## src/panel_settings.svh

```systemverilog
// panel geometry, colour depth and brightness plane count
`ifndef PANEL_SETTINGS_SVH
`define PANEL_SETTINGS_SVH

// 8x8 panel
`define PANEL_WIDTH 8
`define PANEL_HEIGHT 8

// enough bits to address every pixel of the panel
`define FB_ADDR_BITS 6

// one byte per pixel
`define COLOR_BITS 8

// bit-planes of the brightness mask, top plane is the most significant
`define BRIGHTNESS_LEVELS 6

`endif
```

## src/panel_fb_pkg.sv

```systemverilog
// framebuffer types: address, colour, rgb enables, brightness, write kind
`include "panel_settings.svh"

package panel_fb_pkg;

    typedef logic [`FB_ADDR_BITS-1:0] fb_addr_t;

    typedef logic [`COLOR_BITS-1:0] pixel_color_t;

    typedef struct packed {
        logic red;
        logic green;
        logic blue;
    } rgb_enable_t;

    // one enable bit per bit-plane
    typedef logic [`BRIGHTNESS_LEVELS-1:0] brightness_t;

    // single pixel or sweep over the whole panel
    typedef enum logic {
        WRITE_PIXEL,
        WRITE_FILL
    } write_kind_t;

endpackage

```

## src/panel_cmd_pkg.sv

```systemverilog
// command stream types: stream byte, opcodes, decoder states
package panel_cmd_pkg;

    // one byte of the incoming stream, opcode or argument
    typedef logic [7:0] cmd_byte_t;

    typedef enum logic [7:0] {
        RED_ENABLE       = 8'h01,
        RED_DISABLE      = 8'h02,
        GREEN_ENABLE     = 8'h03,
        GREEN_DISABLE    = 8'h04,
        BLUE_ENABLE      = 8'h05,
        BLUE_DISABLE     = 8'h06,
        BRIGHTNESS_ZERO  = 8'h10,
        BRIGHTNESS_ONE   = 8'h11,
        BRIGHTNESS_TWO   = 8'h12,
        BRIGHTNESS_THREE = 8'h13,
        BRIGHTNESS_FOUR  = 8'h14,
        BRIGHTNESS_FIVE  = 8'h15,
        BRIGHTNESS_SIX   = 8'h16,
        BRIGHTNESS_NINE  = 8'h19,
        READBRIGHTNESS   = 8'h20,
        BLANKPANEL       = 8'h21,
        FILLPANEL        = 8'h22,
        READPIXEL        = 8'h23
    } opcode_t;

    // wait states name the argument byte expected next
    typedef enum logic [2:0] {
        IDLE,
        WAIT_BRIGHTNESS,
        WAIT_PIXEL_ADDR,
        WAIT_PIXEL_COLOR,
        WAIT_FILL_COLOR
    } ctrl_state_t;

endpackage

```

## src/cmd_dispatch_if.sv

```systemverilog
// write job handoff from the command decoder to the framebuffer writer
`timescale 1ns/1ps

interface cmd_dispatch_if;
    import panel_fb_pkg::*;

    // one-cycle pulse, only while busy is low
    logic start;
    write_kind_t kind;
    fb_addr_t addr;
    pixel_color_t color;
    // high from the cycle after start until the last write
    logic busy;

    modport issuer (
        output start,
        output kind,
        output addr,
        output color,
        input  busy
    );

    modport engine (
        input  start,
        input  kind,
        input  addr,
        input  color,
        output busy
    );

endinterface

```

## src/panel_control_top.sv

```systemverilog
// panel command controller top level
// decoder and framebuffer writer joined by the dispatch interface
`timescale 1ns/1ps

module panel_control_top (
    input  logic                       clk_in,
    input  logic                       reset,
    input  panel_cmd_pkg::cmd_byte_t   data_rx,
    input  logic                       data_ready_n,
    output logic                       ready_for_data,
    output panel_fb_pkg::rgb_enable_t  rgb_enable,
    output panel_fb_pkg::brightness_t  brightness_enable,
    output panel_fb_pkg::fb_addr_t     ram_address,
    output panel_fb_pkg::pixel_color_t ram_data,
    output logic                       ram_write_enable
);

    cmd_dispatch_if dispatch_bus ();

    cmd_decoder u_decoder (
        .clk_in            (clk_in),
        .reset             (reset),
        .data_rx           (data_rx),
        .data_ready_n      (data_ready_n),
        .ready_for_data    (ready_for_data),
        .rgb_enable        (rgb_enable),
        .brightness_enable (brightness_enable),
        .dispatch          (dispatch_bus.issuer)
    );

    fb_writer u_writer (
        .clk_in           (clk_in),
        .reset            (reset),
        .dispatch         (dispatch_bus.engine),
        .ram_address      (ram_address),
        .ram_data         (ram_data),
        .ram_write_enable (ram_write_enable)
    );

endmodule

```

## src/fb_writer.sv

```systemverilog
// framebuffer write engine
// single pixel writes and full panel sweeps, one write per cycle
`timescale 1ns/1ps
`include "panel_settings.svh"

module fb_writer (
    input  logic                       clk_in,
    input  logic                       reset,
    cmd_dispatch_if.engine             dispatch,
    output panel_fb_pkg::fb_addr_t     ram_address,
    output panel_fb_pkg::pixel_color_t ram_data,
    output logic                       ram_write_enable
);
    import panel_fb_pkg::*;

    localparam fb_addr_t LAST_ADDR = fb_addr_t'(`PANEL_WIDTH * `PANEL_HEIGHT - 1);

    write_kind_t job_kind;
    logic last_write;

    // a pixel job ends after its only write, a fill after the top address
    assign last_write = (job_kind == WRITE_PIXEL) || (ram_address == LAST_ADDR);

    // busy exactly while writes are being shown on the bus
    assign dispatch.busy = ram_write_enable;

    always_ff @(posedge clk_in) begin
        if (reset) begin
            ram_write_enable <= 1'b0;
            job_kind <= WRITE_PIXEL;
        end else if (dispatch.start) begin
            ram_write_enable <= 1'b1;
            job_kind <= dispatch.kind;
        end else if (ram_write_enable && last_write) begin
            ram_write_enable <= 1'b0;
        end
    end

    // address and colour of the write on the bus
    always_ff @(posedge clk_in) begin
        if (dispatch.start) begin
            ram_data <= dispatch.color;
            if (dispatch.kind == WRITE_FILL) begin
                ram_address <= '0;
            end else begin
                ram_address <= dispatch.addr;
            end
        end else if (ram_write_enable && !last_write) begin
            // fill sweep, colour stays latched
            ram_address <= ram_address + fb_addr_t'(1);
        end
    end

endmodule

```

## src/cmd_decoder.sv

```systemverilog
// byte stream handshake, opcode decode and argument collection
// holds the rgb and brightness enables, issues framebuffer write jobs
`timescale 1ns/1ps
`include "panel_settings.svh"

module cmd_decoder (
    input  logic                     clk_in,
    input  logic                     reset,
    input  panel_cmd_pkg::cmd_byte_t data_rx,
    input  logic                     data_ready_n,
    output logic                     ready_for_data,
    output panel_fb_pkg::rgb_enable_t rgb_enable,
    output panel_fb_pkg::brightness_t brightness_enable,
    cmd_dispatch_if.issuer           dispatch
);
    import panel_cmd_pkg::*;
    import panel_fb_pkg::*;

    typedef logic [$clog2(`BRIGHTNESS_LEVELS)-1:0] plane_idx_t;

    ctrl_state_t state;
    opcode_t opcode;
    logic accept;
    plane_idx_t plane_sel;
    fb_addr_t pixel_addr;

    // no new byte while a job is in flight
    assign ready_for_data = ~dispatch.busy;
    assign accept = ~data_ready_n && ready_for_data;
    assign opcode = opcode_t'(data_rx);

    // BRIGHTNESS_ONE hits the top plane, SIX the bottom one
    assign plane_sel = plane_idx_t'(`BRIGHTNESS_LEVELS - int'(data_rx[2:0]));

    always_ff @(posedge clk_in) begin
        if (reset) begin
            state <= IDLE;
            rgb_enable <= '1;
            brightness_enable <= '1;
        end else if (accept) begin
            case (state)
                IDLE: begin
                    case (opcode)
                        RED_ENABLE: rgb_enable.red <= 1'b1;
                        RED_DISABLE: rgb_enable.red <= 1'b0;
                        GREEN_ENABLE: rgb_enable.green <= 1'b1;
                        GREEN_DISABLE: rgb_enable.green <= 1'b0;
                        BLUE_ENABLE: rgb_enable.blue <= 1'b1;
                        BLUE_DISABLE: rgb_enable.blue <= 1'b0;
                        BRIGHTNESS_ZERO: brightness_enable <= '0;
                        BRIGHTNESS_NINE: brightness_enable <= '1;
                        BRIGHTNESS_ONE, BRIGHTNESS_TWO, BRIGHTNESS_THREE,
                        BRIGHTNESS_FOUR, BRIGHTNESS_FIVE, BRIGHTNESS_SIX: begin
                            brightness_enable[plane_sel] <= ~brightness_enable[plane_sel];
                        end
                        READBRIGHTNESS: state <= WAIT_BRIGHTNESS;
                        READPIXEL: state <= WAIT_PIXEL_ADDR;
                        FILLPANEL: state <= WAIT_FILL_COLOR;
                        // blankpanel goes straight out as a job, unknown bytes are dropped
                        default: begin
                        end
                    endcase
                end
                WAIT_BRIGHTNESS: begin
                    brightness_enable <= data_rx[`BRIGHTNESS_LEVELS-1:0];
                    state <= IDLE;
                end
                WAIT_PIXEL_ADDR: state <= WAIT_PIXEL_COLOR;
                WAIT_PIXEL_COLOR: state <= IDLE;
                WAIT_FILL_COLOR: state <= IDLE;
                default: state <= IDLE;
            endcase
        end
    end

    // address byte of readpixel, used with the colour byte that follows
    always_ff @(posedge clk_in) begin
        if (accept && state == WAIT_PIXEL_ADDR) begin
            pixel_addr <= fb_addr_t'(data_rx);
        end
    end

    // job goes out in the same cycle as its last byte is accepted
    always_comb begin
        dispatch.start = 1'b0;
        dispatch.kind = WRITE_PIXEL;
        dispatch.addr = pixel_addr;
        dispatch.color = pixel_color_t'(data_rx);
        if (accept) begin
            case (state)
                IDLE: begin
                    if (opcode == BLANKPANEL) begin
                        dispatch.start = 1'b1;
                        dispatch.kind = WRITE_FILL;
                        dispatch.color = '0;
                    end
                end
                WAIT_PIXEL_COLOR: begin
                    dispatch.start = 1'b1;
                end
                WAIT_FILL_COLOR: begin
                    dispatch.start = 1'b1;
                    dispatch.kind = WRITE_FILL;
                end
                default: begin
                end
            endcase
        end
    end

endmodule

```

## config.mk

```make
export PLATFORM = sky130hd
export DESIGN_NAME = panel_control_top
export DESIGN_NICKNAME = d
export VERILOG_FILES = /design/src/panel_fb_pkg.sv /design/src/panel_cmd_pkg.sv /design/src/cmd_dispatch_if.sv /design/src/panel_control_top.sv /design/src/fb_writer.sv /design/src/cmd_decoder.sv
export VERILOG_INCLUDE_DIRS = /design/src
export SDC_FILE = /design/constraint.sdc
export NUM_CORES = 1
export LEC_CHECK = 0
export ABC_AREA = 0
export BUFFER_PORTS_ARGS = -buffer_cell sky130_fd_sc_hd__buf_2
export CAP_MARGIN = 5
export CORE_MARGIN = 10
export CORE_UTILIZATION = 54
export CTS_BUF_LIST = sky130_fd_sc_hd__clkbuf_16
export CTS_CLUSTER_SIZE = 10
export DETAILED_ROUTE_END_ITERATION = 16
export PLACE_DENSITY = 0.82
export SLEW_MARGIN = 20
export SYNTH_ARGS = -nofsm -noshare
export SYNTH_HDL_FRONTEND = slang
export SYNTH_SLANG_ARGS = --single-unit
```

## constraint.sdc

```tcl
create_clock -name clk_in -period 2.98 [get_ports clk_in]
set_input_delay 0.447 -clock clk_in [delete_from_list [all_inputs] [get_ports clk_in]]
set_output_delay 0.447 -clock clk_in [all_outputs]
set_load 0.01 [all_outputs]
```

==> results.txt <==
Max-Cap Viols = 0
Mean instance size in the synthesized netlist = 9.86 um2
Per-cell routed wire length = 16.1 um
Highest achievable clock rate = 461 MHz
Dominant cells by area after synthesis = edfxtp_1 (32%), dfxtp_1 (15%), ha_1 (4.1%)
Max Clock Skew = 0.00490 ns
FF-to-FF setup slack = 1.05 ns
Fraction of final layout cells with drive strength greater than 1 = 27.6%
Nets = 237
Number of global-route vias before repair = 1581
Clock tree root buffer cell = clkbuf_16
Core Region = 3340 um2
Wire length after detailed routing = 4290 um
Later-pin clock latency in the skew report = 0.28 ns
Final clock period utilization by the worst path = 72.8%
Most frequently used flop master after synthesis = edfxtp_1
Setup-failing EPs final = 0
Arrival time of data at the critical path endpoint = 2.13 ns
Total gr overflow = 0
Wire length of the first global-routing pass = 7300 um
Grt met2 use = 24.0%
Antenna-violating nets left = 0
Critical setup path kind = primary input to flip-flop
Initial antenna violation count = 0
Overall power of the completed layout = 0.00125 W
Transition time of the tightest slew-check pin = 0.545 ns
CTS tree = built
Antenna diode count = 0
Routing usage on met3 = 5.13%
Startpoint of the worst register-to-register path = u_decoder.state[0]$_SDFFE_PP0P_
Met1 track demand over resource = 15.9%
Distinct cell type count of the synthesized netlist = 45
Pwr/cell area = 556 nW/um2
Worst Hold Endpoint = u_writer.ram_data[7]$_DFFE_PP_
IO Port Bufs = 35
Slowest stage cell on the critical path = or4_4
Number of DRC violations after detailed routing = 0
Global router's overall resource usage = 14.5%
Worst-case hold slack = 0.376 ns
Worst flop-to-flop path endpoint = u_decoder.brightness_enable[3]$_SDFFE_PP1P_
Die Height = 78.6 um
Maximum count of clock buffers along a single path = 2
Largest net degree at the start of global routing = 15
Post-route cell area = 2250 um2
Total setup buffers inserted after CTS = 0
Count of flip-flops with a built-in enable after synthesis = 20
Number of cells on the worst hold path = 1
Initial core utilization = 55.5%
Min-delay worst type = primary input to flip-flop
Detailed Place HPWL = 3190 um
Ratio of routed vias to standard cells = 5.76
Placer Congestion = 0.938
Number of cells on the worst reg-to-reg path = 5
Critical path startpoint category = primary input
Floorplan die area = 6170 um2
Post-Route Setup TNS = 0 ns
Busiest grt layer = met2
Fin cells = 267
Cell total after placement = 259
Most frequently used cell type in the post-synthesis netlist = edfxtp_1
Detailed Route Iter0 Violations = 100
Horiz. Die Dim = 78.6 um
Max-slew violation count = 0
CP max FO = 6
Worst VDD drop = 338 uV
Number of detailed-route iterations in the first pass = 5
Worst slew slack as a fraction of its limit = 63.4%
Commonest cells in the synthesized netlist = edfxtp_1 (20), nor2_1 (18), nand2_1 (15)
Via count = 1538
Run status = completed
Sort of element at the end of the critical path = flip-flop
Number of levels in the clock H-tree = 2
Setup repair after global routing missed its margin = false
Clock buffers created by TritonCTS = 5
#FFs+latches synth = 34
Count of final hold-check violations = 0
Leading area contributor after synthesis = edfxtp_1
Min-delay src = data_rx[7]
Clock-pin transition on the worst setup and hold timing paths = 0.05 ns
Post-synthesis cell area = 1850 um2
Post-synth ARST share = 0%
Req. time, crit path = 2.94 ns
Clock tree sinks = 34
Share of the yosys chip area belonging to registers = 47.5%
Peak per-stage delay on the critical path = 0.56 ns
Floorplan row count = 21
Min cycle time layout = 2.17 ns
Post-synth net total = 205
Post-cts resize count = 0
YS warnings = 0
Leakage power figure = 0.857 nW
CTS Hold Bufs = 0
Number of instances in the synthesized netlist = 188
Layout Area Growth over Synthesis = 21.3%
Ports = 36
Critical path, cell by cell = buf_2, or4_4, nor3b_4, nand2_2, a221oi_4, or2_1
Standard cell area after detailed placement = 2050 um2
Post-synth top area share = 32.4%
worst max-delay path: cells and delay by family:
family	cells	cell delay [ns]
buffers and inverters	1	0.13
and+or+nand+nor	4	1.28
AOI/OAI and AO/OA	1	0.27
cells by family after synthesis:
family | count (synthesis) | share of synthesized area, %
flip-flops | 34 | 47.5
AO/OA/AOI/OAI | 49 | 19.7
XOR/XNOR | 8 | 3.78
adder cells (fa/ha/maj) | 6 | 4.05
multiplexers | 1 | 0.608
buffers and inverters | 20 | 4.12
AND/OR/NAND/NOR | 70 | 20.2
power by group:
part           switching, W  internal, W
clock network      0.000197     0.000480
registers        0.00000129     0.000497
logic             0.0000479    0.0000268
cell usage in the layout, fill, tap and decap left out, types with 2 or more instances in the layout:
| master | count |
|---|---|
| xor2_1 | 3 |
| nor2_1 | 18 |
| buf_2 | 35 |
| edfxtp_1 | 20 |
| nand2_1 | 15 |
| xnor2_1 | 5 |
| buf_4 | 2 |
| dfxtp_1 | 14 |
| or3_1 | 5 |
| nand3_1 | 5 |
| a2bb2oi_1 | 2 |
| and3_1 | 3 |
| nor3_1 | 4 |
| o211a_1 | 2 |
| o221ai_1 | 3 |
| o21a_1 | 2 |
| a221oi_1 | 2 |
| inv_1 | 7 |
| ha_1 | 6 |
| a21oi_1 | 6 |
| nor2b_1 | 3 |
| a32oi_1 | 5 |
| or2_2 | 7 |
| a31oi_1 | 3 |
| clkbuf_16 | 5 |
| bufinv_16 | 2 |
| o21ai_0 | 14 |
| o2bb2ai_1 | 4 |
stage by stage:
step,utilization (%),setup slack [ns]
final,67.4,0.810
after global routing,67.4,0.695
after CTS,67.4,0.800
after detailed placement,61.6,0.511
after global placement,61.6,0.554
after floorplan,-,0.531
layout make-up:
cell class	instances	area, um2
Clock buffer	5	125
Clock inverter	3	68.8
Tap cell	46	57.6
Inverter	8	30.0
Timing Repair Buffer	37	190
Sequential cell	34	881
Fill cell	266	1090
Multi-Input combinational cell	134	896
how the worst max path moves through the flow:
stage / end / slack, ns / from
CTS: u_writer.ram_address[5]$_DFFE_PP_ / 0.80 / data_rx[4]
global route: u_writer.ram_address[4]$_DFFE_PP_ / 0.70 / data_rx[4]
detailed placement: u_writer.ram_address[5]$_DFFE_PP_ / 0.51 / data_rx[4]
global placement: u_writer.ram_address[1]$_DFFE_PP_ / 0.55 / data_rx[4]
finish: u_writer.ram_address[5]$_DFFE_PP_ / 0.81 / data_rx[4]
floorplan: u_writer.ram_address[0]$_DFFE_PP_ / 0.53 / data_rx[4]
routing by layer:
layer  routed length, um  up-vias
li1                    -      752
met1                1800      712
met2                2100       60
met3                 279       14
met4                 101        0
met5                   0        -
registers in the layout, indices dropped and copies added, names as in the netlist:
signal / count
u_writer.job_kind: 1
u_writer.dispatch.busy: 1
u_decoder.brightness_enable: 6
u_writer.ram_data: 8
u_decoder.dispatch.addr: 6
u_writer.ram_address: 6
u_decoder.rgb_enable: 3
u_decoder.state: 3
(Power assumes the default switching activity.)
